--- src/mips_pkg.sv ---
package mips_pkg;

    typedef logic [31:0] word_t;      // data / address word
    typedef logic [4:0]  reg_addr_t;  // register number

    localparam int REG_COUNT = 32;    // gpr count

    // ------------------------------
    // instruction word fields
    localparam int OP_MSB    = 31;
    localparam int OP_LSB    = 26;
    localparam int RS_MSB    = 25;    // also top of the j target field
    localparam int RS_LSB    = 21;
    localparam int RT_MSB    = 20;
    localparam int RT_LSB    = 16;
    localparam int RD_MSB    = 15;
    localparam int RD_LSB    = 11;
    localparam int FUNCT_MSB = 5;
    localparam int FUNCT_LSB = 0;
    localparam int IMM_MSB   = 15;
    localparam int IMM_LSB   = 0;

    // ------------------------------
    // encodings
    typedef enum logic [5:0] {
        OP_RTYPE = 6'h00,
        OP_J     = 6'h02,
        OP_BEQ   = 6'h04,
        OP_ADDI  = 6'h08,
        OP_LW    = 6'h23,
        OP_SW    = 6'h2b
    } opcode_e;

    typedef enum logic [5:0] {
        FN_ADD = 6'h20,
        FN_SUB = 6'h22,
        FN_AND = 6'h24,
        FN_OR  = 6'h25,
        FN_SLT = 6'h2a
    } funct_e;

    typedef enum logic [2:0] {ALU_ADD, ALU_SUB, ALU_AND, ALU_OR, ALU_SLT} alu_op_e;

    typedef enum logic [1:0] {
        FWD_NONE   = 2'b00,  // register file value
        FWD_MEM_WB = 2'b01,  // write-back value
        FWD_EX_MEM = 2'b10   // alu result one stage ahead
    } fwd_sel_e;

endpackage

--- src/fetch_stage.sv ---
`timescale 1ns/1ps

module fetch_stage
    import mips_pkg::*;
#(
    parameter word_t RESET_PC = 32'h0000_0000
) (
    input  logic  clk,
    input  logic  reset,
    input  logic  stall,       // hold pc and if/id
    input  logic  pc_src,      // redirect from decode
    input  word_t pc_target,
    input  word_t imem_data,   // instruction word from outside
    output word_t imem_addr,   // pc register itself
    output word_t instr_id,
    output word_t pc_next_id
);

    word_t pc_plus4;

    assign pc_plus4 = imem_addr + 32'd4;

    // ------------------------------
    // program counter
    always_ff @(posedge clk) begin
        if (reset) begin
            imem_addr <= RESET_PC;
        end else if (pc_src) begin
            imem_addr <= pc_target;   // taken beq or j
        end else if (!stall) begin
            imem_addr <= pc_plus4;
        end
    end

    // if/id, flush loads an all-zero word (nop)
    always_ff @(posedge clk) begin
        if (reset || pc_src) begin
            instr_id   <= '0;
            pc_next_id <= '0;
        end else if (!stall) begin
            instr_id   <= imem_data;
            pc_next_id <= pc_plus4;
        end
    end

    // redirect only happens once decode operands are settled
    a_no_stall_redirect: assert property (@(posedge clk) disable iff (reset)
        !(stall && pc_src));

endmodule

--- config.mk ---
export PLATFORM = sky130hd
export DESIGN_NAME = fetch_stage
export DESIGN_NICKNAME = d
export VERILOG_FILES = /design/src/mips_pkg.sv /design/src/fetch_stage.sv
export SDC_FILE = /design/constraint.sdc
export NUM_CORES = 1
export LEC_CHECK = 0
export BUFFER_PORTS_ARGS = -buffer_cell sky130_fd_sc_hd__buf_2
export CORE_MARGIN = 5
export CORE_UTILIZATION = 39
export DETAILED_ROUTE_END_ITERATION = 12
export HOLD_SLACK_MARGIN = 0.15
export PLACE_DENSITY_LB_ADDON = 0.2
export SLEW_MARGIN = 20
export SYNTH_ARGS = -nofsm -noshare
export SYNTH_HDL_FRONTEND = slang
export SYNTH_SLANG_ARGS = --single-unit
export TNS_END_PERCENT = 20
--- constraint.sdc ---
create_clock -name clk -period 2.9 [get_ports clk]
set_clock_uncertainty 0.2 [all_clocks]
set_input_delay 0.58 -clock clk [delete_from_list [all_inputs] [get_ports clk]]
set_output_delay 0.58 -clock clk [all_outputs]
set_load 0.01 [all_outputs]
# Yosys cells after proc, flatten, opt, wreduce, memory -nomap -nowiden
# Cells that the tools add are included.
[totals] out_inout_bits=96 reg_bits=96
[classes] eq_ne=1 n_reduce_logical=1 muxes=2 n_addsub=1
[ops] cell="$mux 32" n=2
[ops] cell="$add 32x3->32 const B" n=1
[ops] cell="$ne 2x1->1 const B" n=1
[ops] cell="$logic_or 1x1->1" n=1

# Logic depth before layout (Yosys ltp)
[depth] depth_word=3 mapped_depth=7

# Worst setup path before layout
# Ideal clock, no wire load.
[synth_path] kind="input to register" start="in stall" end="reg instr_id[0]" cell_stages=6 required_time_ns=2.572 n_path_buf=4 setup_time_ns=0.128 path_slack_ns=0.495 arrival_time_ns=2.078 path_cell_list="clkbuf_1 clkbuf_1 clkbuf_1 clkbuf_1 mux2i_1 nor2_1"
[synth_rtl] item="start, declared" line_no="fetch_stage.sv:10" text="input logic stall,"
[synth_rtl] item="end signal, assigned" line_no="fetch_stage.sv:41" text="instr_id <= imem_data;"
[synth_rtl] item="end, declared" line_no="fetch_stage.sv:15" text="output word_t instr_id,"

# Worst setup path in the final report
[layout_path] start="reg imem_addr[2]" end="reg imem_addr[20]"
[layout_via] elab_chain_len=3
[layout_lines] item="start, declared" line_no="fetch_stage.sv:14" text="output word_t imem_addr,"
[layout_lines] item="start signal, assigned" line_no="fetch_stage.sv:29" text="imem_addr <= pc_target;"
[layout_lines] item="start signal, assigned" line_no="fetch_stage.sv:31" text="imem_addr <= pc_plus4;"
[layout_lines] item="$add 32x3->32" line_no="fetch_stage.sv:21" text="assign pc_plus4 = imem_addr + 32'd4;"
[layout_lines] item="$mux 32" line_no="fetch_stage.sv:30" text="end else if (!stall) begin"
[layout_lines] item="$mux 32" line_no="fetch_stage.sv:28" text="end else if (pc_src) begin"
# No other way between the ends. The select of a mux whose other input is x is not followed.
# A chain may end at the register's enable or synchronous reset.

==> flow_summary.toml <==
[status]
status = "completed"

[clocking]
htreeDepth = 3
post_cts_resize_count = 0
post_cts_buffers = 0
worstSkewPairLatency_ns = 0.36
clkSlewWorstSetupHoldPaths_ns = 0.07
clkSinkCount = 96
cts_inserted_buffers = 9
cts_root_buf = "clkbuf_16"
clockBufferDepth = 2
hold_buffers = 0
cts_tree = "built"

[layout]
seq_area_um2 = 1920
syn2layout_area_growth_pct = 26.9
layout.cells.most_common = "buf_2"
mostFrequentLayoutCells = "buf_2, dfxtp_1, nor2_1"
final_layout_size_suffix_gt1_share_pct = 30.4
antenna_cells = 0
fill_cells = 1143
nets = 749
multi_input_area_um2 = 2380

[logic_synthesis]
synth_top_area_share_pct = 42.2
synth.distinct_cells = 50
synth_area_um2 = 4550
synth_nets = 604
syn_avg_cell_area_um2 = 8.51
yosysTopAreaCell = "dfxtp_1"
synth_area_leaders = "dfxtp_1, mux2i_1, nor2_1"
ys_seq_elements = 96
async_reset_ff_share_pct = 0
synth_ff_type = "dfxtp_1"
synth_edf_count = 0
synth-seq-area-share_pct = 42.2
syn_inst = 535
yosysWarningCount = 0

[power_and_ir_drop]
p_per_area_nw_per_um2 = 517
power_w = 0.00299
power_leakage_nw = 2.46
ir_drop_mv = 0.348

[worst_setup_path]
path_cells = "ha_1 -> nand4_1 -> or4_4 -> or4_1 -> a311oi_1"
slowest_delay_ns = 0.69
critPathRequiredTime_ns = 2.97
critPathMaxFanout = 15
cp_top_family = "simple AND/OR/NAND/NOR gates"
crit_type = "register to register"
crit_buf_inv = 0
endpoint_kind = "register"
reg2reg_slack_ns = 0.35
cp-start-kind = "register"
critPathArrivalTime_ns = 2.62
crit_slowest_cell = "or4_4"

[sta]
fin_crit_ns = 2.55
slew_headroom_pct = 58.1
rsz0062_at_grt = "no"
period_share_pct = 88.0
worst_pin_slew_ns = 0.622
timing.hold.ws_ns = 0.236
max_freq_mhz = 392
final.setup.tns_ns = 0
hold_viol_final = 0
maxSlewViolCount = 0
setup_viol = 0

[floorplanning]
fp.dieH_um = 118
num_rows = 39
pin_count = 164
start_util_pct = 39.9
dieArea_um2 = 13900
core_area_um2 = 11400
dieWidth_um = 118

[route]
drt_wl_total_um = 14300
viasPerCell = 5.47
vias = 4532
post_drt_wl_per_cell_um = 17.2
antenna_left = 0
remaining_drc_errors = 0
drt_pre_antenna_iters = 4
drt-initial-drc-count = 242

[placed_design]
hpwl_um = 10700
io_buffer_count = 163
place_congestion = 0.931

[flow_run]
maxCapViolCount = 0

[global_route]
grt_overflow = 0
grt_max_degree = 51
grt_pass1_vias = 4573
grt_pass1_wl_um = 23600
grt.total_usage_pct = 20.6
antenna_found_initial = 0

[hold_path]
hold_class = "input pin to register"
[cell usage after synthesis, drive strengths merged (2+ instances only)]
cell type / count
dfxtp: 96
or4: 16
o31ai: 11
nor4bb: 2
a311oi: 11
o21ai: 35
nor2: 74
xor2: 2
nand3: 12
nor3: 16
or2: 2
inv: 7
o21a: 3
clkbuf: 37
a2111oi: 3
nor2b: 2
nand2b: 3
a31oi: 7
or3: 12
buf: 14
nand4: 10
nor4: 14
mux2i: 36
nand2: 26
xnor2: 19
o211ai: 2
and4: 4
nor3b: 3
a21oi: 27
a211oi: 14
a211o: 2
[stage by stage]
stage                     utilization [%]  std cells  cell area (um2)  setup WS (ns)
final                                50.6        828             5780          0.349
after global routing                 50.6        828             5780         0.0541
after CTS                            50.6        828             5780          0.355
after detailed placement             48.1        812             5490          0.372
after global placement               48.1        812             5490          0.458
after floorplan                         -        535             4550          0.495
[layout make-up]
cell class | count | area share (%)
clock buffers | 10 | 4.14
clock inverters | 6 | 0.823
inverters | 8 | 0.520
multi-input cells | 380 | 41.2
flip-flops and latches | 96 | 33.3
well taps | 143 | 3.10
repair buffers | 185 | 17.0
[report_power, final]
group          internal (W)  switching, W  total, W
sequential          0.00138     0.0000671   0.00145
clock              0.000616      0.000546   0.00116
combinational      0.000167      0.000212  0.000379
[metal layers]
metal / vias up / global-route usage, % / wire (um)
met4: 0 / 9.68 / 384
met2: 165 / 33.0 / 6670
met3: 21 / 5.96 / 1240
met5: - / 0 / 0
li1: 2252 / - / -
met1: 2094 / 25.5 / 5960
[worst paths after layout]
path / start / to / cells past startpoint
setup / recovery: imem_addr[2] / imem_addr[20] / 5
hold / removal: pc_target[27] / imem_addr[27] / 2
setup reg to reg: imem_addr[2] / imem_addr[20] / 5
hold reg to reg: pc_next_id[5] / pc_next_id[5] / 2
[worst reg2reg max path: stages (launching register included)]
cell,delay (ns)
dfxtp_1,0.44
ha_1,0.26
nand4_1,0.21
or4_4,0.69
or4_1,0.43
a311oi_1,0.25
[cells by family after synthesis]
logic type / Yosys count / share of synthesized area, %
flops: 96 / 42.2
xor+xnor: 21 / 4.04
fa+ha+maj: 1 / 0.275
compound gates: 121 / 17.1
buf+inv: 59 / 5.55
mux: 36 / 7.92
simple gates: 201 / 22.9
[sequential cells by signal, summed over array words and instances (netlist names)]
name        cells
imem_addr      32
instr_id       32
pc_next_id     32
Power figures use the tool's default switching activity.
