`config.mk`:
```
export PLATFORM = sky130hd
export DESIGN_NAME = memory_writeback_stage
export DESIGN_NICKNAME = d
export VERILOG_FILES = /design/src/mips_pkg.sv /design/src/memory_writeback_stage.sv
export SDC_FILE = /design/constraint.sdc
export NUM_CORES = 2
export LEC_CHECK = 0
export ABC_AREA = 1
export BUFFER_PORTS_ARGS = -buffer_cell sky130_fd_sc_hd__buf_2
export CORE_MARGIN = 1.5
export CORE_UTILIZATION = 35
export CTS_CLUSTER_DIAMETER = 200
export DETAILED_ROUTE_END_ITERATION = 6
export GPL_ROUTABILITY_DRIVEN = 0
export SYNTH_ARGS = -nofsm -noshare
export SYNTH_HDL_FRONTEND = slang
export SYNTH_SLANG_ARGS = --single-unit
```
`constraint.sdc`:
```
create_clock -name clk -period 3.5 [get_ports clk]
set_input_delay 0.525 -clock clk [delete_from_list [all_inputs] [get_ports clk]]
set_output_delay 0.525 -clock clk [all_outputs]
set_load 0.02 [all_outputs]
```
`src/mips_pkg.sv`:
```
package mips_pkg;

    typedef logic [31:0] word_t;      // data / address word
    typedef logic [4:0]  reg_addr_t;  // register number

    localparam int REG_COUNT = 32;    // gpr count

    // ------------------------------
    // instruction word fields
    localparam int OP_MSB    = 31;
    localparam int OP_LSB    = 26;
    localparam int RS_MSB    = 25;    // also top of the j target field
    localparam int RS_LSB    = 21;
    localparam int RT_MSB    = 20;
    localparam int RT_LSB    = 16;
    localparam int RD_MSB    = 15;
    localparam int RD_LSB    = 11;
    localparam int FUNCT_MSB = 5;
    localparam int FUNCT_LSB = 0;
    localparam int IMM_MSB   = 15;
    localparam int IMM_LSB   = 0;

    // ------------------------------
    // encodings
    typedef enum logic [5:0] {
        OP_RTYPE = 6'h00,
        OP_J     = 6'h02,
        OP_BEQ   = 6'h04,
        OP_ADDI  = 6'h08,
        OP_LW    = 6'h23,
        OP_SW    = 6'h2b
    } opcode_e;

    typedef enum logic [5:0] {
        FN_ADD = 6'h20,
        FN_SUB = 6'h22,
        FN_AND = 6'h24,
        FN_OR  = 6'h25,
        FN_SLT = 6'h2a
    } funct_e;

    typedef enum logic [2:0] {ALU_ADD, ALU_SUB, ALU_AND, ALU_OR, ALU_SLT} alu_op_e;

    typedef enum logic [1:0] {
        FWD_NONE   = 2'b00,  // register file value
        FWD_MEM_WB = 2'b01,  // write-back value
        FWD_EX_MEM = 2'b10   // alu result one stage ahead
    } fwd_sel_e;

endpackage

```
`src/memory_writeback_stage.sv`:
```
`timescale 1ns/1ps

module memory_writeback_stage
    import mips_pkg::*;
#(
    parameter int DMEM_WORDS = 64
) (
    input  logic      clk,
    input  logic      reset,
    input  logic      mem_reg_write,
    input  logic      mem_mem_read,
    input  logic      mem_mem_write,
    input  logic      mem_mem_to_reg,
    input  word_t     mem_result,      // address or alu value
    input  word_t     mem_store_data,
    input  reg_addr_t mem_dest,
    output logic      wb_en,
    output reg_addr_t wb_addr,
    output word_t     wb_data
);

    localparam int ADDR_W = $clog2(DMEM_WORDS);

    word_t             dmem [DMEM_WORDS];
    logic [ADDR_W-1:0] dmem_idx;
    word_t             load_data;

    assign dmem_idx  = mem_result[ADDR_W+1:2];   // word addressed
    assign load_data = dmem[dmem_idx];           // async read

    // ------------------------------
    // data memory
    always_ff @(posedge clk) begin
        if (reset) begin
            for (int i = 0; i < DMEM_WORDS; i++) begin
                dmem[i] <= '0;
            end
        end else if (mem_mem_write) begin
            dmem[dmem_idx] <= mem_store_data;
        end
    end

    // mem/wb
    always_ff @(posedge clk) begin
        if (reset) begin
            wb_en <= 1'b0;
        end else begin
            wb_en <= mem_reg_write;
        end
    end

    always_ff @(posedge clk) begin
        wb_addr <= mem_dest;
        wb_data <= mem_mem_to_reg ? load_data : mem_result;   // lw takes memory word
    end

    a_rd_wr_exclusive: assert property (@(posedge clk) disable iff (reset)
        !(mem_mem_read && mem_mem_write));

endmodule

```
### After elaboration in Yosys (flattened, before gate mapping)

Memories as Yosys holds them, arrays and structs flattened.
Cells that the tools add are included.

* reductions and logical operators: 1
* muxes and demuxes: 9

Operators by type and width (number)
* 32-bit 2-to-1 mux: 2
* 32-bit OR reduction: 1
* 1-bit 2-to-1 mux: 6
* 6-bit 2-to-1 mux: 1

* bits in writable memories: 2048
* logic and storage cells: 14
* output and inout bits: 38
* register bits: 38
* memories kept: 1
* input bits: 75

Memories
* dmem: words 64, bits a word 32, read ports 1, clocked after Yosys merged registers in 0, write ports 64, RTL line memory_writeback_stage.sv:24 `word_t dmem [DMEM_WORDS];`

### Depth between registers and ports, before layout

* depth in word-level cells: 5
* depth in mapped cells: 17
* gate-level depth less buffers: 13

### Least setup slack after synthesis

OpenSTA, ideal clock, no wires.

* kind: in2reg
* start point: input mem_result[2]
* end point: memory dmem[11][0] (netlist bit) (enable)
* slack: 0.561 ns
* stages: 8
* data arrival time: 2.550 ns
* library setup time: 0.389 ns
* data required time: 3.111 ns
* buffers on the path: 4
* path through: buf_2 > inv_2 > buf_2 > buf_2 > nor4_4 > nand2_1 > clkbuf_1 > nand2_1

RTL lines
* start: declaration: RTL line memory_writeback_stage.sv:14 `input word_t mem_result,`
* end: declaration: RTL line memory_writeback_stage.sv:24

==> results.txt <==
clock tree buffer depth: 4
Synthesized Nets: 11200
I/O pins: 113
crit-path max FO: 32
switching part of the total: 25.1%
crit path time final: 3080 ps
Slew headroom: 31.0%
post-synthesis cell count: 11100
maximum VDD drop: 428 uV
Die ar.: 0.279 mm2
post-synth top area share: 63.7%
status: completed
delay-heaviest family, CP: simple AND/OR/NAND/NOR gates
Via density: 4.99
Final Non-Filler Cells: 14800
Final Hold Viols: 0
final WL: 313000 um
CP endpoint kind: flop
Synth area leader: edfxtp_1
max incr delay on CP: 920 ps
top cells by count, synth: nand2_1, nor2_1, edfxtp_1
Clock Tree Root: clkbuf_16
Hold Path Depth: 4
DP HPWL: 191000 um
count leader, synth: nand2_1
Tcrit/Tclk final: 88.1%
worst hold start: mem_result[23]
worst setup path startpoint: reset
dpl cell area: 0.103 mm2
Antenna Nets Post-Route: 0
sequential cell area fraction in the yosys report: 64.5%
clock latency on the worst-skew pair: 920 ps
FF/Latch Area: 0.0623 mm2
Main synth FF type: edfxtp_1
fin. max-slew vios: 0
Setup-failing EPs final: 0
syn avg cell area: 8.71 um2
clk_skew: 108 ps
number of global-route vias before repair: 67500
die width: 528 um
PwrDens: 518 mW/mm2
first-pass GRT wire length: 457000 um
Resize count post-CTS: 0
Crit Path Class: primary input to flop
fmax: 324 MHz
Worst Path Required: 4000 ps
worst slack, placed: 215 ps
vias: 73800
Hold Crit Class: primary input to flop
Worst Path Buf+Inv: 4
r2r setup slk: 1200 ps
Cell Chain, Critical Path: dlygate4sd3_1 -> buf_2 -> clkinv_2 -> nand2_1 -> nor3_4 -> nand2_1 -> nand2_1 -> buf_12
Comb pwr share: 9.6%
row cnt: 192
setup slack after layout: 415 ps
sw power: 14.3 mW
Total Negative Setup Slacks: 0 ps
CTS H-tree depth: 4
register share of total power: 51.1%
core area: 0.274 mm2
finished layout cell area: 0.110 mm2
Post-synth ARST share: 0%
max cap viols: 0
slew at the pin closest to its max-slew limit: 1040 ps
CTS tree: done
gr ovfl total: 0
dpl cells: 14400
pin count of the biggest net entering global routing: 108
Synth cell types: 23
Critical R2R Launch: dmem[29][17]
DR iter-0 viols: 8353
R2R depth: 12
ranking of synthesized cells by area: edfxtp_1, nand2_1, nor2_1
layout cells sized above 1: 7.77%
Lkg Pwr: 48.2 nW
Setup Buffers After CTS: 0
Final Util: 40.1%
arrival time worst endpoint: 3590 ps
initial core utilization: 35.2%
Seq cells post-synth: 2086
cell internal pwr: 42.6 mW
mapped cell area: 0.0965 mm2
clock power share: 39.4%
initial antenna violation count: 12
Die Y: 528 um
Overall Global Routing Usage: 22.0%
WHS Endpoint: wb_data[23]
CTS Buf Count: 225
Synth Warn #: 0
clock sink count: 2086
Layout area overhead: 13.7%
DRC viols: 0
DR pass1 iterations: 6
CTS clk-pin slew, worst paths: 50 ps
Slowest-stage cell, CP: nor3_4
RR Endpoint: wb_data[17]
Post-synth EDFFs: 2048
CP Launch Type: primary input
final layout net count: 11100
fill cell count: 27000
DR WL/cell: 21.2 um
I/O Buffers: 111
CP most frequent cell: nand2_1
Multi-input gate area: 0.0306 mm2
unrepaired setup endpoints after global routing: no
-- worst min-delay path: cells and delay by family --
family                 cells  cell delay [ps]
buffers and inverters      2              120
AND/OR/NAND/NOR            2              330
-- flip-flops by register name, summed over array words and instances (netlist names) --
signal   flops
dmem      2048
wb_data     32
wb_en        1
wb_addr      5
-- power groups by stage --
stage / sequential, mW / combinational [mW] / clock, mW
2_1_floorplan: 29.5 / 3.01 / 0
3_3_place_gp: 29.5 / 5.36 / 0
3_5_place_dp: 29.5 / 5.38 / 0
4_1_cts: 29.0 / 5.42 / 22.6
5_1_grt: 29.1 / 5.92 / 23.5
6_report: 29.0 / 5.44 / 22.4
-- cell type report --
cell class                      count  share of cell area, %
Sequential cell                  2086                   56.7
Multi-Input combinational cell   8052                   27.9
Clock buffer                      283                   5.36
Timing Repair Buffer              548                   4.81
Tap cell                         3589                   4.09
Clock inverter                    114                  0.711
Inverter                          115                  0.450
Antenna cell                        6                 0.0137
-- worst max-delay path by stage --
stage	endpoint	slack, ps	cells after the start
final	dmem[54][17]	420	8
after global routing	dmem[54][9]	360	8
after CTS	dmem[54][9]	520	8
after detailed placement	dmem[54][3]	210	7
after global placement	dmem[54][3]	230	7
after floorplan	dmem[11][0]	560	8
-- repair_timing --
action	in CTS	in global routing
setup endpoints to repair	0	0
hold buffers	31	0
endpoints found under the hold margin	30	0
-- per-stage QoR --
step | hold slack [ps] | total power, mW
final | 122 | 56.8
after global placement | 627 | 34.9
after global routing | 105 | 58.6
after detailed placement | 629 | 34.9
after CTS | 86.2 | 57.1
after floorplan | 553 | 32.6
-- placed cells by master (no fill, tap or decap), types with 2 or more instances in the layout --
cell type,n
clkbuf_8,2
clkbuf_16,226
nor3_4,3
or2_2,27
nand3_1,44
diode_2,6
clkbuf_1,55
buf_12,107
nor2_2,2
clkinv_1,67
nand2_1,5780
nor4_4,4
inv_8,4
a21oi_1,22
o21ai_0,17
bufinv_16,9
edfxtp_1,2048
nor2_4,2
o211ai_1,8
dfxtp_1,38
nor3_2,3
inv_6,3
dlygate4sd3_1,31
inv_1,78
clkinv_4,2
buf_2,108
buf_4,299
clkinv_2,62
buf_8,3
nor2_1,2136
-- kinds of logic (layout without fill, tap and decap cells) --
group	Yosys count	count (layout)	share of synthesized area (%)
other	0	6	0
flip-flops	2086	2086	64.5
AND/OR/NAND/NOR	8005	8005	31.4
AO/OA/AOI/OAI	47	47	0.264
buffers and inverters	942	1060	3.87
-- routing by layer --
metal,up-vias,track usage [%],wire length [um]
li1,34700,-,-
met1,35400,30.2,130000
met2,3154,34.9,144000
met3,518,2.75,25600
met4,2,9.61,14600
met5,-,0,9
(Power assumes the default switching activity.)
