<file path="config.mk">
export PLATFORM = sky130hd
export DESIGN_NAME = decode_stage
export DESIGN_NICKNAME = d
export VERILOG_FILES = /design/src/mips_pkg.sv /design/src/reg_file.sv /design/src/decode_stage.sv
export SDC_FILE = /design/constraint.sdc
export NUM_CORES = 2
export LEC_CHECK = 0
export ABC_AREA = 1
export BUFFER_PORTS_ARGS = -buffer_cell sky130_fd_sc_hd__buf_2
export CORE_ASPECT_RATIO = 1.25
export CORE_MARGIN = 4
export CORE_UTILIZATION = 47
export CTS_BUF_LIST = sky130_fd_sc_hd__clkbuf_4
export DETAILED_ROUTE_END_ITERATION = 7
export PLACE_DENSITY_LB_ADDON = 0.08
export RECOVER_POWER = 25
export SETUP_SLACK_MARGIN = 0.4
export SLEW_MARGIN = 10
export SYNTH_ARGS = -nofsm -noshare
export SYNTH_HDL_FRONTEND = slang
export SYNTH_HIERARCHICAL = 1
export SYNTH_SLANG_ARGS = --single-unit
</file>
<file path="constraint.sdc">
create_clock -name clk -period 5.11 [get_ports clk]
set_input_delay 1.022 -clock clk [delete_from_list [all_inputs] [get_ports clk]]
set_output_delay 1.022 -clock clk [all_outputs]
set_load 0.01 [all_outputs]
</file>
<file path="src/mips_pkg.sv">
package mips_pkg;

    typedef logic [31:0] word_t;      // data / address word
    typedef logic [4:0]  reg_addr_t;  // register number

    localparam int REG_COUNT = 32;    // gpr count

    // ------------------------------
    // instruction word fields
    localparam int OP_MSB    = 31;
    localparam int OP_LSB    = 26;
    localparam int RS_MSB    = 25;    // also top of the j target field
    localparam int RS_LSB    = 21;
    localparam int RT_MSB    = 20;
    localparam int RT_LSB    = 16;
    localparam int RD_MSB    = 15;
    localparam int RD_LSB    = 11;
    localparam int FUNCT_MSB = 5;
    localparam int FUNCT_LSB = 0;
    localparam int IMM_MSB   = 15;
    localparam int IMM_LSB   = 0;

    // ------------------------------
    // encodings
    typedef enum logic [5:0] {
        OP_RTYPE = 6'h00,
        OP_J     = 6'h02,
        OP_BEQ   = 6'h04,
        OP_ADDI  = 6'h08,
        OP_LW    = 6'h23,
        OP_SW    = 6'h2b
    } opcode_e;

    typedef enum logic [5:0] {
        FN_ADD = 6'h20,
        FN_SUB = 6'h22,
        FN_AND = 6'h24,
        FN_OR  = 6'h25,
        FN_SLT = 6'h2a
    } funct_e;

    typedef enum logic [2:0] {ALU_ADD, ALU_SUB, ALU_AND, ALU_OR, ALU_SLT} alu_op_e;

    typedef enum logic [1:0] {
        FWD_NONE   = 2'b00,  // register file value
        FWD_MEM_WB = 2'b01,  // write-back value
        FWD_EX_MEM = 2'b10   // alu result one stage ahead
    } fwd_sel_e;

endpackage

</file>
<file path="src/reg_file.sv">
`timescale 1ns/1ps

module reg_file
    import mips_pkg::*;
(
    input  logic      clk,
    input  logic      reset,
    input  reg_addr_t rs_addr,
    input  reg_addr_t rt_addr,
    input  logic      wr_en,
    input  reg_addr_t wr_addr,
    input  word_t     wr_data,
    output word_t     rs_data,
    output word_t     rt_data
);

    word_t regs [REG_COUNT];
    logic  wr_live;             // a real write this cycle

    assign wr_live = wr_en && (wr_addr != '0);   // r0 never written

    always_ff @(posedge clk) begin
        if (reset) begin
            for (int i = 0; i < REG_COUNT; i++) begin
                regs[i] <= '0;
            end
        end else if (wr_live) begin
            regs[wr_addr] <= wr_data;
        end
    end

    // write-through, decode sees the value write-back is storing now
    assign rs_data = (wr_live && wr_addr == rs_addr) ? wr_data : regs[rs_addr];
    assign rt_data = (wr_live && wr_addr == rt_addr) ? wr_data : regs[rt_addr];

    a_wr_data_known: assert property (@(posedge clk) disable iff (reset)
        wr_en |-> !$isunknown(wr_data));

endmodule

</file>
<file path="src/decode_stage.sv">
`timescale 1ns/1ps

module decode_stage
    import mips_pkg::*;
(
    input  logic      clk,
    input  logic      reset,
    input  word_t     instr_id,
    input  word_t     pc_next_id,
    input  logic      stall,
    input  fwd_sel_e  fwd_c,          // beq rs source
    input  fwd_sel_e  fwd_d,          // beq rt source
    input  word_t     ex_mem_result,
    input  logic      wb_en,          // register file write port
    input  reg_addr_t wb_addr,
    input  word_t     wb_data,
    output logic      pc_src,
    output word_t     pc_target,
    output reg_addr_t rs_id,
    output reg_addr_t rt_id,
    output logic      branch_id,
    output logic      ex_reg_write,   // id/ex from here on
    output logic      ex_mem_read,
    output logic      ex_mem_write,
    output logic      ex_mem_to_reg,
    output logic      ex_reg_dst,
    output logic      ex_alu_src,
    output alu_op_e   ex_alu_op,
    output word_t     ex_rs_data,
    output word_t     ex_rt_data,
    output word_t     ex_imm,
    output reg_addr_t ex_rs,
    output reg_addr_t ex_rt,
    output reg_addr_t ex_rd
);

    opcode_e   opcode;
    funct_e    funct;
    reg_addr_t rd_id;
    word_t     imm_id;
    word_t     rs_data;
    word_t     rt_data;
    word_t     cmp_a;
    word_t     cmp_b;
    logic      jump_id;
    logic      reg_write;
    logic      mem_read;
    logic      mem_write;
    logic      mem_to_reg;
    logic      reg_dst;
    logic      alu_src;
    alu_op_e   alu_op;

    assign opcode = opcode_e'(instr_id[OP_MSB:OP_LSB]);
    assign funct  = funct_e'(instr_id[FUNCT_MSB:FUNCT_LSB]);
    assign rs_id  = instr_id[RS_MSB:RS_LSB];
    assign rt_id  = instr_id[RT_MSB:RT_LSB];
    assign rd_id  = instr_id[RD_MSB:RD_LSB];
    assign imm_id = {{16{instr_id[IMM_MSB]}}, instr_id[IMM_MSB:IMM_LSB]};  // sign extend

    reg_file u_reg_file (
        .clk     (clk),
        .reset   (reset),
        .rs_addr (rs_id),
        .rt_addr (rt_id),
        .wr_en   (wb_en),
        .wr_addr (wb_addr),
        .wr_data (wb_data),
        .rs_data (rs_data),
        .rt_data (rt_data)
    );

    // ------------------------------
    // control decode
    always_comb begin
        reg_write  = 1'b0;
        mem_read   = 1'b0;
        mem_write  = 1'b0;
        mem_to_reg = 1'b0;
        reg_dst    = 1'b0;
        alu_src    = 1'b0;
        alu_op     = ALU_ADD;
        branch_id  = 1'b0;
        jump_id    = 1'b0;
        case (opcode)
            OP_RTYPE: begin
                reg_dst   = 1'b1;           // dest is rd
                reg_write = 1'b1;
                case (funct)
                    FN_ADD:  alu_op = ALU_ADD;
                    FN_SUB:  alu_op = ALU_SUB;
                    FN_AND:  alu_op = ALU_AND;
                    FN_OR:   alu_op = ALU_OR;
                    FN_SLT:  alu_op = ALU_SLT;
                    default: reg_write = 1'b0;  // unsupported funct, incl. flush word
                endcase
            end
            OP_ADDI: begin
                reg_write = 1'b1;
                alu_src   = 1'b1;
            end
            OP_LW: begin
                reg_write  = 1'b1;
                mem_read   = 1'b1;
                mem_to_reg = 1'b1;
                alu_src    = 1'b1;          // base + offset
            end
            OP_SW: begin
                mem_write = 1'b1;
                alu_src   = 1'b1;
            end
            OP_BEQ:  branch_id = 1'b1;
            OP_J:    jump_id   = 1'b1;
            default: ;                      // unknown opcode writes nothing
        endcase
    end

    // ------------------------------
    // branch compare and targets
    assign cmp_a = (fwd_c == FWD_EX_MEM) ? ex_mem_result : rs_data;
    assign cmp_b = (fwd_d == FWD_EX_MEM) ? ex_mem_result : rt_data;

    assign pc_src    = !stall && (jump_id || (branch_id && (cmp_a == cmp_b)));
    assign pc_target = jump_id ? {pc_next_id[31:28], instr_id[RS_MSB:0], 2'b00}
                               : pc_next_id + {imm_id[29:0], 2'b00};

    // id/ex control, bubble on stall
    always_ff @(posedge clk) begin
        if (reset || stall) begin
            ex_reg_write  <= 1'b0;
            ex_mem_read   <= 1'b0;
            ex_mem_write  <= 1'b0;
            ex_mem_to_reg <= 1'b0;
            ex_reg_dst    <= 1'b0;
            ex_alu_src    <= 1'b0;
            ex_alu_op     <= ALU_ADD;
            ex_rs         <= '0;
            ex_rt         <= '0;
            ex_rd         <= '0;
        end else begin
            ex_reg_write  <= reg_write;
            ex_mem_read   <= mem_read;
            ex_mem_write  <= mem_write;
            ex_mem_to_reg <= mem_to_reg;
            ex_reg_dst    <= reg_dst;
            ex_alu_src    <= alu_src;
            ex_alu_op     <= alu_op;
            ex_rs         <= rs_id;
            ex_rt         <= rt_id;
            ex_rd         <= rd_id;
        end
    end

    // id/ex payload
    always_ff @(posedge clk) begin
        ex_rs_data <= rs_data;
        ex_rt_data <= rt_data;
        ex_imm     <= imm_id;
    end

endmodule

</file>
Word level (Yosys, flattened, before mapping). Memory sizes are Yosys's and may differ from the RTL's. Cells that the tools add are included.

Register bits: 103. Memory bits (writable): 1024. Input bits: 141. Output and inout port bits: 164. Word-level logic and storage cells: 67. Memories kept: 1.

Memories: u_reg_file.regs (depth 32, width 32, rd ports 2, clocked after memory_dff 0, write ports 32, line reg_file.sv:17) `word_t regs [REG_COUNT];`.

Add/sub/neg operators: 1. Eq/ne operators: 15. Muxes and demuxes: 22. Bitwise logic cells: 1. Reductions and logical operators: 15.

Operators with widths (number): 2-to-1 mux 32 bit (6); equality test 6 bit (second input constant) (7); adder 32 bit (1); equality test 32 bit (1); OR reduction 32 bit (1); 2-to-1 mux 1 bit (13); case mux 3 bit (4 select lines) (1); equality test 5 bit (2); equality test 6 x 2 -> 1 bit (second input constant) (1); equality test 6 x 3 -> 1 bit (second input constant) (1); equality test 6 x 4 -> 1 bit (second input constant) (1); logical NOT 6 bit (1); logical AND 1 bit (5); 2-to-1 mux 5 bit (1); nonzero test 5 bit (1); OR reduction 5 bit (1); equality test 2 bit (second input constant) (2); OR reduction 2 bit (2); OR reduction 3 bit (1); logical OR 1 bit (2); case mux 1 bit (2 select lines) (1); logical NOT 1 bit (1); NOT 1 bit (1).

Logic depth before layout (Yosys ltp).
Depth after elaboration: 9. Mapped depth: 24. Depth with buffers taken out: 22.

Hierarchy. Netlist, hierarchy kept.

By module, submodules not included: reg_file (times used 1, cells each 7253, area an instance 56586.8 µm², seq. area each 30749.5 µm²); decode_stage (times used 1, cells each 1083, area an instance 6602.6 µm², seq. area each 2062.0 µm²).

Worst setup path after synthesis. OpenSTA, ideal clock, no wires.

Path kind: in2out. Start point: input instr_id[22]. End point: output pc_src. Arrival: 3097 ps. Required time: 4088 ps. Slack: 991 ps. Cell stages on the path: 22. Path buffers: 3. Cells stage by stage: clkbuf_1 inv_1 clkbuf_1 clkbuf_1 nand3_1 nand3_1 nand2_1 nand2_1 nand3_1 nand3_1 nand2_1 inv_1 nand2_1 o21ai_0 inv_1 nand2_1 nand2_1 nor2_1 nand3_1 nor2_1 nand2_1 a21oi_1.

Word-level cells in the longest chain between the ends: 8. Elaborated cells on any way between the ends: 9. Classes of those cells: 2 x eq/ne; 2 x mux; 4 x reduce/logical; 1 x memory.

Ends and longest elaborated chain: from (decl) (line decode_stage.sv:8) `input word_t instr_id,`; parallel branches: the longest is 2 deep, another holds memory read (32 x 32 bit); 2-to-1 mux 32 bit * (line reg_file.sv:33) `assign rs_data = (wr_live && wr_addr == rs_addr) ? wr_data : regs[rs_addr];`; via rs_data[4] (line decode_stage.sv:41) `word_t rs_data;`; 2-to-1 mux 32 bit * (line decode_stage.sv:120) `assign cmp_a = (fwd_c == FWD_EX_MEM) ? ex_mem_result : rs_data;`; equality test 32 bit * (line decode_stage.sv:123) `assign pc_src = !stall && (jump_id || (branch_id && (cmp_a == cmp_b)));`; logical AND 1 bit * (line decode_stage.sv:123); logical OR 1 bit * (line decode_stage.sv:123); logical AND 1 bit * (line decode_stage.sv:123); to (decl) (line decode_stage.sv:17) `output logic pc_src,`.

Mark *: on every way through the listed nets, which the timed path passes.

Worst setup path after layout. Same ends and word-level chain as after synthesis.

==> flow_summary.yaml <==
clocking:
  htreeDepth: 5
  cts_buffers: 315
  clk_pin_slew_ps: 60
  clk_latency_ps: 1360
  cts.path.max_buffers: 4
  cts_sinks: 1127
  cts_tree: "built"
  cts_root_buffer: "clkbuf_4"
cells_and_area:
  largest_register_ffs: 1024
  syn2layout_area_growth_pct: 18.3
  reg_top3: "u_reg_file/regs x1024, ex_rs_data x32, ex_rt_data x32"
  finalNonFillerCells: 10757
  largest-register: "u_reg_file/regs"
  nets: 8982
  final_area_sq_um: 74800
  final_common_cell: "nand2_1"
  layout-drive-gt1-share_pct: 15.7
  layout_common_cells: "nand2_1, nand3_1, nor2_1"
floorplan:
  die_area_sq_um: 140000
  start_util_pct: 47.3
  core_area_sq_um: 134000
  ios: 305
  die_h_um: 418
  die_w_um: 336
  fp-row-count: 150
drt:
  top_layer: "met5"
  first_pass_iters: 8
  routed_wl_um: 286000
  dr_wl_met2_um: 128000
  wl_met3_um: 38700
  drt_iter0_markers: 9554
  met1_length_um: 100000
  vias: 65532
  ant_nets: 0
  viasPerCell: 6.09
  route.detailed.drc: 0
  wl_per_cell_um: 26.6
synth:
  yosysSeqAreaShare_pct: 51.9
  synth_cell_types: 39
  ys_ff_latch: 1127
  synth_area_per_cell_sq_um: 7.58
  synthCells: 8336
  netlist_area_sq_um: 63200
  ys_warn_count: 6
run:
  maxCapViolations: 29
pwr:
  finalPower_mw: 23.3
  powerDensity_nw_per_um2: 311
  p_leak_nw: 33.1
  peakVddDrop_mv: 0.191
sta:
  max_freq_mhz: 203
  hold_violations: 0
  slew-limit-headroom_pct: -112
  timing.setup.tns_ps: 0
  skew_ps: 79.1
  rsz0062_at_grt: "true"
  worst_slew_pin_slew_ps: 3180
  slew_viol_final: 940
  timing.final.crit_period_ps: 4930
  finalCritPeriodShare_pct: 96.5
  setup_viol: 0
worst_hold_path:
  min_to: "ex_alu_src$_SDFF_PP0_"
  hp-class: "in2reg"
  whs_path_depth: 3
  min_from: "instr_id[26]"
global_route:
  track_usage_pct: 38.8
  grt_start_max_net_pins: 77
  grt_pass1_vias: 61264
  grt_pass1_wl_um: 399000
  grt_overflow: 0
  antenna_found_initial: 10
run_status:
  violations: "max-capacitance violations, max-slew violations"
  status: "complete, but fails checks"
critical_path:
  ff2ff_setup_slack_ps: 3430
  cp.required_ps: 4090
  arrival_ps: 3910
  critPathKind: "in2out"
  cp-start-kind: "input pin"
  r2r_cells: 10
  crit_path_end_kind: "output port"
  rr_startpoint: "u_reg_file/regs[30][12]$_SDFFCE_PN0P_"
  cp_max_fo: 39
  worstReg2RegEnd: "ex_rs_data[12]$_DFF_P_"
place:
  hpwl_um: 180000
  post-place-cells: 10170
  gp_congestion: 0.975
  io_buffer_count: 304
  dpl_cell_area_sq_um: 68900
repair_timing:
action	4_1_cts	5_1_grt
buffers inserted	1	15
endpoints found under the setup margin	1	14
gates resized for setup	184	140
cloned	2	16
endpoints found under the hold margin	45	0
pin swaps	37	24
hold buffers	38	0
stage by stage:
step	utilization [%]	hold WS [ps]	setup WS, ps
after floorplan	-	721	991
after global placement	51.6	909	77.9
after detailed placement	51.6	917	69.6
after CTS	55.3	0.406	229
after global routing	55.9	105	43.0
final	56.0	114	181
Yosys cell counts:
library cell	n	share of area [%]
and2_1	1	0.0099
nand2_2	2	0.020
buf_4	34	0.40
o21ai_2	2	0.028
inv_2	12	0.071
nand2b_1	1	0.0099
dfxtp_1	103	3.3
nand2_1	3132	19
a31oi_1	1	0.0099
nand3_1	1804	14
nor2_1	1086	6.5
nor4_1	2	0.020
buf_2	193	1.5
o21ai_1	8	0.063
buf_1	49	0.29
conb_1	1	0.0059
ha_1	29	0.57
clkinv_1	1	0.0059
a21oi_1	41	0.32
xnor2_1	3	0.042
nor3_1	16	0.13
nand3b_1	3	0.036
o21a_1	3	0.036
edfxtp_1	1024	49
or2_2	5	0.050
xor2_1	6	0.083
o41ai_1	1	0.014
nor2_2	1	0.0099
o211ai_1	3	0.036
and3_1	1	0.0099
inv_1	237	1.4
fa_1	1	0.032
o21ai_0	81	0.64
nand4_1	21	0.21
o22ai_1	2	0.020
clkbuf_1	416	2.5
o31ai_1	1	0.012
buf_6	4	0.071
o21bai_1	5	0.059
power by group:
group	switching [mW]	leakage [nW]	total (mW)	internal, mW
registers	0.280	10.6	10.9	10.6
clock network	3.93	2.18	7.98	4.05
logic	3.03	20.3	4.42	1.39
worst max-delay path, stage by stage:
cell and delay [ps]:
buf_12 170, buf_12 250, buf_12 290, nand3_1 110, nand3_1 110, nand2_1 60, nand2_1 70, nand3_1 280
nand3_1 190, nand2_1 140, inv_1 80, nand2_1 60, nand2_1 80, nand2_1 50, nand2_1 70, nand2_1 90
nor2_4 100, nand2_2 60, nor2_1 110, nand2_1 130, a21oi_2 130, buf_2 140
per-layer routing:
metal	vias up	track usage, %
met5	-	0
met4	8	23.7
met3	1200	9.72
met2	5323	60.6
met1	30540	48.5
li1	28461	-
logic make-up after synthesis:
group | share of synthesized area [%]
fa+ha+maj | 0.606
other cells | 0.00593
flops | 51.9
buf+inv | 6.25
xor+xnor | 0.125
compound gates | 1.24
simple gates | 39.8
worst max-delay path by stage:
stage                                                      from     end  slack, ps  cells past startpoint
after floorplan                                    instr_id[22]  pc_src        990                     22
after global placement                             instr_id[22]  pc_src         80                     24
after detailed placement                           instr_id[22]  pc_src         70                     21
after CTS                 u_reg_file/regs[21][21]$_SDFFCE_PN0P_  pc_src        230                     22
after global routing       u_reg_file/regs[7][21]$_SDFFCE_PN0P_  pc_src         40                     22
final                                              instr_id[22]  pc_src        180                     22
area by class of cell:
class	count	area, sq um
Tap cell	1748	2190
Sequential cell	1127	32800
Fill cell	12515	58900
Timing Repair Buffer	823	7450
Antenna cell	9	22.5
Multi-Input combinational cell	6294	27700
Clock inverter	70	350
Clock buffer	436	3270
Inverter	250	1010
No activity file was read; power rests on OpenSTA's default activity.
