--- config.mk ---
export PLATFORM = sky130hd
export DESIGN_NAME = execute_stage
export DESIGN_NICKNAME = d
export VERILOG_FILES = /design/src/mips_pkg.sv /design/src/execute_stage.sv
export SDC_FILE = /design/constraint.sdc
export NUM_CORES = 1
export LEC_CHECK = 0
export ABC_AREA = 1
export CAP_MARGIN = 20
export CORE_MARGIN = 2
export CORE_UTILIZATION = 40
export CTS_BUF_LIST = sky130_fd_sc_hd__clkbuf_16
export CTS_CLUSTER_DIAMETER = 40
export DETAILED_ROUTE_END_ITERATION = 12
export DONT_BUFFER_PORTS = 1
export HOLD_SLACK_MARGIN = 0.15
export PLACE_DENSITY = 0.54
export SKIP_LAST_GASP = 1
export SLEW_MARGIN = 20
export SYNTH_ARGS = -nofsm -noshare
export SYNTH_HDL_FRONTEND = slang
export SYNTH_SLANG_ARGS = --single-unit
--- constraint.sdc ---
create_clock -name clk -period 3.05 [get_ports clk]
set_clock_uncertainty 0.05 [all_clocks]
set_input_delay 0.1525 -clock clk [delete_from_list [all_inputs] [get_ports clk]]
set_output_delay 0.1525 -clock clk [all_outputs]
set_load 0.01 [all_outputs]
--- src/mips_pkg.sv ---
package mips_pkg;

    typedef logic [31:0] word_t;      // data / address word
    typedef logic [4:0]  reg_addr_t;  // register number

    localparam int REG_COUNT = 32;    // gpr count

    // ------------------------------
    // instruction word fields
    localparam int OP_MSB    = 31;
    localparam int OP_LSB    = 26;
    localparam int RS_MSB    = 25;    // also top of the j target field
    localparam int RS_LSB    = 21;
    localparam int RT_MSB    = 20;
    localparam int RT_LSB    = 16;
    localparam int RD_MSB    = 15;
    localparam int RD_LSB    = 11;
    localparam int FUNCT_MSB = 5;
    localparam int FUNCT_LSB = 0;
    localparam int IMM_MSB   = 15;
    localparam int IMM_LSB   = 0;

    // ------------------------------
    // encodings
    typedef enum logic [5:0] {
        OP_RTYPE = 6'h00,
        OP_J     = 6'h02,
        OP_BEQ   = 6'h04,
        OP_ADDI  = 6'h08,
        OP_LW    = 6'h23,
        OP_SW    = 6'h2b
    } opcode_e;

    typedef enum logic [5:0] {
        FN_ADD = 6'h20,
        FN_SUB = 6'h22,
        FN_AND = 6'h24,
        FN_OR  = 6'h25,
        FN_SLT = 6'h2a
    } funct_e;

    typedef enum logic [2:0] {ALU_ADD, ALU_SUB, ALU_AND, ALU_OR, ALU_SLT} alu_op_e;

    typedef enum logic [1:0] {
        FWD_NONE   = 2'b00,  // register file value
        FWD_MEM_WB = 2'b01,  // write-back value
        FWD_EX_MEM = 2'b10   // alu result one stage ahead
    } fwd_sel_e;

endpackage

--- src/execute_stage.sv ---
`timescale 1ns/1ps

module execute_stage
    import mips_pkg::*;
(
    input  logic      clk,
    input  logic      reset,
    input  logic      ex_reg_write,
    input  logic      ex_mem_read,
    input  logic      ex_mem_write,
    input  logic      ex_mem_to_reg,
    input  logic      ex_reg_dst,
    input  logic      ex_alu_src,
    input  alu_op_e   ex_alu_op,
    input  word_t     ex_rs_data,
    input  word_t     ex_rt_data,
    input  word_t     ex_imm,
    input  reg_addr_t ex_rt,
    input  reg_addr_t ex_rd,
    input  fwd_sel_e  fwd_a,
    input  fwd_sel_e  fwd_b,
    input  word_t     wb_data,
    output reg_addr_t ex_dest,        // to hazard unit
    output logic      mem_reg_write,  // ex/mem
    output logic      mem_mem_read,
    output logic      mem_mem_write,
    output logic      mem_mem_to_reg,
    output word_t     mem_result,
    output word_t     mem_store_data,
    output reg_addr_t mem_dest
);

    word_t op_a;
    word_t store_data;   // forwarded rt, also sw data
    word_t op_b;
    word_t alu_y;

    always_comb begin
        case (fwd_a)
            FWD_EX_MEM: op_a = mem_result;
            FWD_MEM_WB: op_a = wb_data;
            default:    op_a = ex_rs_data;
        endcase
        case (fwd_b)
            FWD_EX_MEM: store_data = mem_result;
            FWD_MEM_WB: store_data = wb_data;
            default:    store_data = ex_rt_data;
        endcase
    end

    assign op_b    = ex_alu_src ? ex_imm : store_data;
    assign ex_dest = ex_reg_dst ? ex_rd : ex_rt;   // rd for r-type

    // ------------------------------
    // alu
    always_comb begin
        case (ex_alu_op)
            ALU_SUB: alu_y = op_a - op_b;
            ALU_AND: alu_y = op_a & op_b;
            ALU_OR:  alu_y = op_a | op_b;
            ALU_SLT: alu_y = ($signed(op_a) < $signed(op_b)) ? 32'd1 : 32'd0;  // signed
            default: alu_y = op_a + op_b;
        endcase
    end

    // ex/mem
    always_ff @(posedge clk) begin
        if (reset) begin
            mem_reg_write  <= 1'b0;
            mem_mem_read   <= 1'b0;
            mem_mem_write  <= 1'b0;
            mem_mem_to_reg <= 1'b0;
        end else begin
            mem_reg_write  <= ex_reg_write;
            mem_mem_read   <= ex_mem_read;
            mem_mem_write  <= ex_mem_write;
            mem_mem_to_reg <= ex_mem_to_reg;
        end
    end

    always_ff @(posedge clk) begin
        mem_result     <= alu_y;
        mem_store_data <= store_data;
        mem_dest       <= ex_dest;
    end

endmodule

## Yosys cells after proc, flatten, opt, wreduce, memory -nomap -nowiden

Index checks and enable logic that the tools add are counted.

- Logic and storage cells: 26
- Bits in registers: 73
- Output and inout bits: 78

- $add $sub $neg: 2
- Equality and inequality tests: 8
- Bitwise operators: 2
- Order comparisons: 1
- Multiplexer cells: 6

Operator list:

| operator | count |
|---|---|
| $pmux W32 S2 | 2 |
| $pmux W32 S4 | 1 |
| $add A32 B32 Y32 | 1 |
| $and A32 B32 Y32 | 1 |
| $lt A32 B32 Y1 | 1 |
| $mux W32 | 1 |
| $or A32 B32 Y32 | 1 |
| $sub A32 B32 Y32 | 1 |
| $eq A3 B2 Y1 const B | 2 |
| $mux W5 | 1 |
| $eq A2 B1 Y1 const B | 2 |
| $eq A2 B2 Y1 const B | 2 |
| $eq A3 B1 Y1 const B | 1 |
| $eq A3 B3 Y1 const B | 1 |
| $mux W1 | 1 |

## Longest topological paths before layout

Gate-level depths: netlist of run 1.

- Word-level depth: 6
- Depth in mapped cells: 23

## Least setup slack after synthesis of run 1

Ideal clock, no wire load.

- Kind: input to register
- Start: input port fwd_b[0]
- End: register mem_result[24]
- Setup slack: 0.041 ns
- Arrival: 2.838 ns
- Cell stages on the path: 20
- Data required time: 2.879 ns
- Library setup time: 0.121 ns
- Cell sequence: inv_1 ha_1 clkbuf_1 buf_2 a221o_1 o21ai_0 o21ai_0 ha_1 inv_1 fa_1 inv_1 nand2_1 o21ai_2 inv_1 o21bai_1 nand2_1 nand3_1 nand2_1 nand3_1 nand3_1

- Cells in the longest elaborated chain, start to end: 5
- Elaborated cells on any way between the ends: 9
- Those cells by class: add/sub (2); eq/ne (2); mux (3); bitwise (2)

Ends and longest elaborated chain:

| what | line | text |
|---|---|---|
| start, declared | execute_stage.sv:21 | `input fwd_sel_e fwd_b,` |
| $eq A2 B1 Y1 or $eq A2 B2 Y1 (tied branches) | execute_stage.sv:44 | `case (fwd_b)` |
| $pmux W32 S2 (*) | execute_stage.sv:44 |  |
| $mux W32 (*) | execute_stage.sv:51 | `assign op_b = ex_alu_src ? ex_imm : store_data;` |
| $add A32 B32 Y32 (tied with other cells) | execute_stage.sv:62 | `default: alu_y = op_a + op_b;` |
| $pmux W32 S4 (*) | execute_stage.sv:57 | `case (ex_alu_op)` |
| named net alu_y[24] | execute_stage.sv:36 | `word_t alu_y;` |
| end signal, assigned | execute_stage.sv:82 | `mem_result <= alu_y;` |
| end, declared | execute_stage.sv:28 | `output word_t mem_result,` |

Mark *: on every way through the listed nets, which the timed path passes. The rest lies on a longest branch.
A chain may end at the register's enable or synchronous reset.

## Final worst setup path of run 1

- Start: register mem_result[16]
- End: register mem_result[31]

- Cells in the longest elaborated chain, start to end: 4
- Elaborated cells on any way between the ends: 6
- Those cells by class: add/sub (2); mux (4)

Ends and longest elaborated chain:

| what | line |
|---|---|
| $pmux W32 S2 | execute_stage.sv:44 |
| $mux W32 | execute_stage.sv:51 |
| $add A32 B32 Y32 or $sub A32 B32 Y32 (tied branches) | execute_stage.sv:62, execute_stage.sv:58 |
| $pmux W32 S4 (*) | execute_stage.sv:57 |
| named net alu_y[31] | execute_stage.sv:36 |

Marks and branches as above.

==> results of run 1 <==
per-layer routing:
layer,GRT usage (%),wire length [µm],vias up
li1,-,-,5515
met1,47.1,18100,5283
met2,55.2,18500,618
met3,5.93,3990,100
met4,11.3,1440,0
met5,0,0,-
area by class of cell:
class	count	area, µm²
fill	2207	9250
multi-input combinational	1076	6270
clock inverter	7	120
clock buffer	9	225
inverter	281	1050
timing repair buffer	385	3150
tap	280	350
antenna	4	10.0
sequential	73	1460
cell usage after synthesis, types with 14 or more instances:
cell and number:
a21oi_1 101, a221o_1 62, buf_2 15, clkbuf_1 28, dfxtp_1 73, ha_1 100
inv_1 267, inv_2 14, nand2_1 347, nand3_1 99, nor2_1 124, o21ai_0 124
o21ai_1 20, o21bai_1 15
worst max-delay path, stage by stage (launching register included):
cell     delay, ns
dfxtp_1       0.37
buf_4         0.18
a221o_1       0.31
o21ai_0       0.08
buf_4         0.17
inv_1         0.06
ha_2          0.30
a21oi_1       0.28
o21ai_0       0.17
nand2_1       0.12
nand2_1       0.09
a21oi_1       0.34
nand3_1       0.12
nand3_1       0.11
nand3_1       0.07
timing repair:
item,4_1_cts,5_1_grt
setup endpoints to repair,0,21
hold buffers,62,0
hold endpoints to repair,43,0
resized for setup,0,43
final timing paths:
check,depth (start not counted),slack [ns],endpoint
max,14,0.10,mem_result[31]$_DFF_P_
min,4,0.16,mem_store_data[26]$_DFF_P_
max reg2reg,14,0.10,mem_result[31]$_DFF_P_
min reg2reg,4,0.76,mem_store_data[14]$_DFF_P_
stage by stage:
step | TNS, ns | setup slack [ns] | total power [mW] | area, µm² | hold WS (ns)
3_5_place_dp | -3.96 | -0.258 | 5.86 | 11600 | 0.177
4_1_cts | 0 | 0.116 | 7.27 | 12500 | 0.152
6_report | 0 | 0.102 | 7.44 | 12600 | 0.163
3_3_place_gp | -3.17 | -0.223 | 5.85 | 11600 | 0.174
5_1_grt | -0.0299 | -0.0228 | 7.91 | 12600 | 0.178
2_1_floorplan | 0 | 0.0411 | 3.65 | 8920 | 0.174
cells by family (layout without fill, tap and decap cells):
group | count (synthesis) | after routing | synth area share (%)
AND/OR/NAND/NOR | 620 | 620 | 29.3
adder cells (fa/ha/maj) | 102 | 102 | 14.5
flip-flops | 73 | 73 | 16.4
buffers and inverters | 333 | 682 | 14.6
other | 0 | 4 | 0
XOR/XNOR | 4 | 4 | 0.393
multiplexers | 5 | 5 | 0.631
AO/OA/AOI/OAI | 345 | 345 | 24.2
report_power, final:
| part | switching, mW | leakage [nW] | internal (mW) |
|---|---|---|---|
| Clock | 0.500 | 0.171 | 0.803 |
| Combinational | 2.57 | 6.10 | 2.07 |
| Sequential | 0.313 | 0.615 | 1.18 |
==> flow_metrics.tcl, run 1 <==
set metrics [dict create \
    critPathArrivalTime_ns 3.14 \
    powerDensity_nw_per_um2 589 \
    synthCells 1482 \
    fin_crit_ns 2.95 \
    crit_fanout 5 \
    grt_max_degree 65 \
    drt_pass1_iterations 5 \
    grt_pass1_wl_mm 62.7 \
    synthArstFlopShare_pct 0 \
    ioPinCount 231 \
    clk_pin_slew_ns 0.07 \
    yosysWarningCount 0 \
    antenna_found_initial 4 \
    cts_max_path_buffers 2 \
    die_x_um 153 \
    start_util_pct 40.8 \
    via_per_inst 5.44 \
    crit_start "mem_result[16]$_DFF_P_" \
    dieArea_um2 23500 \
    worst_setup_path_end_kind "register" \
    rows 54 \
    dr_total_vias 11516 \
    post_cts_buffers 0 \
    p_leak_nw 6.89 \
    cts_made_buffers 9 \
    synth_edf_count 0 \
    fin_cells 2115 \
    yosys.area.top_type "dfxtp_1" \
    root_buffer "clkbuf_16" \
    ys_seq_area_share_pct 16.4 \
    area_delta_synth_final_pct 41.7 \
    layout.nets 2081 \
    die_h_um 153 \
    grt_usage_pct 34.5 \
    slew_viol_final 0 \
    worst_pin_slew_ns 0.675 \
    dp_hpwl_mm 34.6 \
    holdCritPathClass "primary input to register" \
    synth_ff_type "dfxtp_1" \
    avgSynthCellArea_um2 6.02 \
    clk_latency_ns 0.35 \
    wl_per_cell_um 19.9 \
    top_regs "mem_result: 32 flops, mem_store_data: 32 flops, mem_dest: 5 flops" \
    worstHoldStart "wb_data[26]" \
    drc 0 \
    synthDominantCellAreaShare_pct 16.4 \
    synth_cell_types 43 \
    drt-initial-drc-count 1351 \
    yosys-top-cells-area "dfxtp_1, nand2_1, ha_1, inv_1, a221o_1" \
    worstReg2RegStart "mem_result[16]$_DFF_P_" \
    worstPathRequired_ns 3.24 \
    drive_gt1_share_pct 23.1 \
    fin_crit_sh_pct 96.7 \
    final_util_pct 57.8 \
    overflow 0 \
    port-buffer-count 0 \
    drt-total-wl_mm 42.0 \
    syn_nets 1737 \
    slew_headroom_pct 54.5 \
    ant_nets 0 \
    htreeDepth 3 \
    ys_ff_latch 73 \
    hold_violations 0 \
    crit_type "register to register" \
    grt_pass1_vias 10830 \
    cts_sinks 73 \
    setup_violations 0 \
    place_inst 2033 \
    rsz0062_at_grt "yes" \
    core_um2 21900 \
    status "finished, final reports clean" \
    final_cell_mix "nand2_1, buf_4, inv_1" \
    place_congestion 1.06 \
    ir_drop_uv 390 \
    final_common_cell "nand2_1" \
    fmax_ghz 0.339 \
    drv_cap 0 \
    crit_path_start_kind "register" \
    syn_area_um2 8920 \
    cts_tree "built" \
]
(Power assumes the default switching activity.)
==> run 2, diff against run 1 <==
- BUFFER_PORTS_ARGS: not set -> -buffer_cell sky130_fd_sc_hd__buf_2
- DONT_BUFFER_PORTS: 1 -> not set
- PLACE_DENSITY: 0.54 -> 0.61
- clock period: 3.05 -> 3.1 ns (I/O delays scaled with it)
==> run 2 against run 1 <==
Net effect:
- utilization increased by 4.7 points
- cell count increased by 11%
- sequential power decreased by 8%
- setup slack improved by 0.061 ns
- critical path depth increased by 6
- clock-buffer cell count unchanged
- hold slack got worse by 0.022 ns
- wire length decreased by 2.2%
- final area increased by 8.2%
- flip-flop and latch count unchanged
- via count increased by 6.7%
- critical path type is now primary input to register
- critical endpoint is now mem_result[21]$_DFF_P_
==> flow_metrics.tcl, run 2 (synthesized netlist as in run 1, its figures left out) <==
set metrics [dict create \
    ant_nets 0 \
    rows 54 \
    drc 0 \
    met2_length_mm 18.2 \
    cpPeakStageDelay_ns 0.38 \
    placedInstanceArea_um2 12800 \
    htreeDepth 3 \
    drt-initial-drc-count 1076 \
    r2r_setup_slack_ns 0.17 \
    dr.max_layer_used "met5" \
    drt-total-wl_mm 41.1 \
    crit_path_start_kind "primary input" \
    fmax_ghz 0.341 \
    cp.buffers_inverters 6 \
    area.sequential_um2 1460 \
    slew_headroom_pct 53.2 \
    worstHoldStart "wb_data[13]" \
    worst_pin_slew_ns 0.697 \
    final_cell_mix "nand2_1, buf_4, inv_1" \
    place_congestion 0.981 \
    fin_crit_sh_pct 94.7 \
    timing.rr.end "mem_result[29]$_DFF_P_" \
    netSwitchingPower_mw 3.39 \
    cts_sinks 73 \
    pre_cts_slack_ns -0.413 \
    crit_fanout 11 \
    cts_made_buffers 9 \
    grt_max_degree 21 \
    powerDensity_nw_per_um2 539 \
    drv_cap 0 \
    dieArea_um2 23500 \
    antenna_found_initial 4 \
    slew_viol_final 0 \
    worst_setup_path_end_kind "register" \
    die_h_um 153 \
    fin_area_um2 13700 \
    clk_latency_ns 0.36 \
    slowest_stage "ha_2" \
    grt_pass1_vias 11627 \
    hold_violations 0 \
    p_sw_share_pct 46.1 \
    cts_tree "built" \
    via_per_inst 5.24 \
    ff2ff_path_depth 14 \
    clk_pin_slew_ns 0.07 \
    critPathArrivalTime_ns 3.12 \
    rsz0062_at_grt "yes" \
    critPathTopFamily "simple AND/OR/NAND/NOR gates" \
    ioPinCount 231 \
    layout.nets 2314 \
    drive_gt1_share_pct 32.0 \
    met1_length_mm 18.2 \
    fin_crit_ns 2.94 \
    ir_drop_uv 260 \
    port-buffer-count 230 \
    p_leak_nw 7.80 \
    overflow 0 \
    top_regs "mem_result: 32 flops, mem_store_data: 32 flops, mem_dest: 5 flops" \
    drt_pass1_iterations 5 \
    root_buffer "clkbuf_16" \
    worstPathRequired_ns 3.28 \
    wl_per_cell_um 17.5 \
    p_seq_share_pct 18.8 \
    status "finished, final reports clean" \
    fillers 2160 \
    die_x_um 153 \
    grt_pass1_wl_mm 62.5 \
    start_util_pct 40.8 \
    finalPower_mw 7.37 \
    hold-path-cell-count 4 \
    grt_usage_pct 33.8 \
    intPower_mw 3.98 \
    fin_cells 2347 \
    dp_hpwl_mm 33.4 \
    place_inst 2276 \
    holdCritPathClass "primary input to register" \
    dr_total_vias 12288 \
    p_comb_share_pct 65.7 \
    worstReg2RegStart "mem_result[22]$_DFF_P_" \
    dr_wl_met3_mm 3.81 \
    clkPwrFrac_pct 15.6 \
    setup_violations 0 \
    hold_path_end "mem_store_data[13]$_DFF_P_" \
    crit_top_cell "nand2_1" \
    multi_input_area_um2 6260 \
    path_cells "buf_2 -> inv_1 -> ha_2 -> inv_1 -> buf_4 -> buf_12 -> o21ai_1 -> o21ai_1 -> ha_1 -> buf_4 -> nor2_1 -> nand2_1 -> nor2_1 -> nand2_1 -> nand3b_1 -> nand2_1 -> nand2_1 -> nand2_1 -> nand3_1 -> nand3_1" \
    core_um2 21900 \
    crit_type "primary input to register" \
    final_common_cell "nand2_1" \
    cts_max_path_buffers 2 \
    setup_ws_ns 0.163 \
    area_delta_synth_final_pct 53.3 \
]
run 2: cell types whose count changed in the layout (fill, tap and decap cells not counted), sizes merged:
cell / delta
clkinvlp: +2
diode: -1
bufinv: -2
inv: +2
buf: +247
clkinv: -2
dlygate4sd3: -14
run 2: repair_timing:
item / 4_1_cts / 5_1_grt
resized for setup: 1 / 43
pin swaps: 0 / 8
endpoints found under the setup margin: 3 / 28
gates cloned: 0 / 0
hold endpoints to repair: 38 / 2
hold buffers: 46 / 2
buffers inserted: 0 / 4
run 2: worst max-delay path by stage:
stage,start,cells after the start,end
2_1_floorplan,fwd_b[0],20,mem_result[24]$_DFF_P_
3_3_place_gp,fwd_b[0],19,mem_result[24]$_DFF_P_
3_5_place_dp,fwd_b[0],19,mem_result[24]$_DFF_P_
4_1_cts,fwd_b[0],18,mem_result[21]$_DFF_P_
5_1_grt,fwd_b[0],20,mem_result[21]$_DFF_P_
6_report,fwd_b[0],20,mem_result[21]$_DFF_P_
run 2: layer usage:
metal | global-route usage [%] | vias up
met3 | 5.70 | 66
met4 | 8.91 | 2
li1 | - | 5970
met2 | 54.0 | 591
met5 | 0 | -
met1 | 47.0 | 5659
run 2: power by group through the flow:
stage | Combinational [mW] | Sequential (mW) | Clock [mW]
after floorplan | 2.18 | 1.41 | 0
after global placement | 4.55 | 1.39 | 0
after detailed placement | 4.58 | 1.39 | 0
after CTS | 4.66 | 1.37 | 1.16
after global routing | 5.27 | 1.40 | 1.18
final | 4.84 | 1.38 | 1.15
run 2: worst min-delay path: cells and delay by family:
kind | cells | cell delay [ns]
buffers and inverters | 2 | 0.16
AO/OA/AOI/OAI | 2 | 0.21
run 2: final cells by class:
cell class / count / area share, %
timing repair buffer: 618 / 31.0
multi-input combinational: 1076 / 45.8
clock buffer: 9 / 1.65
clock inverter: 7 / 0.512
inverter: 281 / 7.71
antenna: 3 / 0.0549
sequential: 73 / 10.7
tap: 280 / 2.56
run 2: through the flow:
stage / hold slack (ns) / utilization [%] / TNS, ns
5_1_grt: 0.182 / 62.5 / -0.0539
2_1_floorplan: 0.176 / - / 0
6_report: 0.141 / 62.5 / 0
3_5_place_dp: 0.334 / 58.3 / -6.80
4_1_cts: 0.154 / 61.8 / 0
3_3_place_gp: 0.330 / 58.3 / -5.84
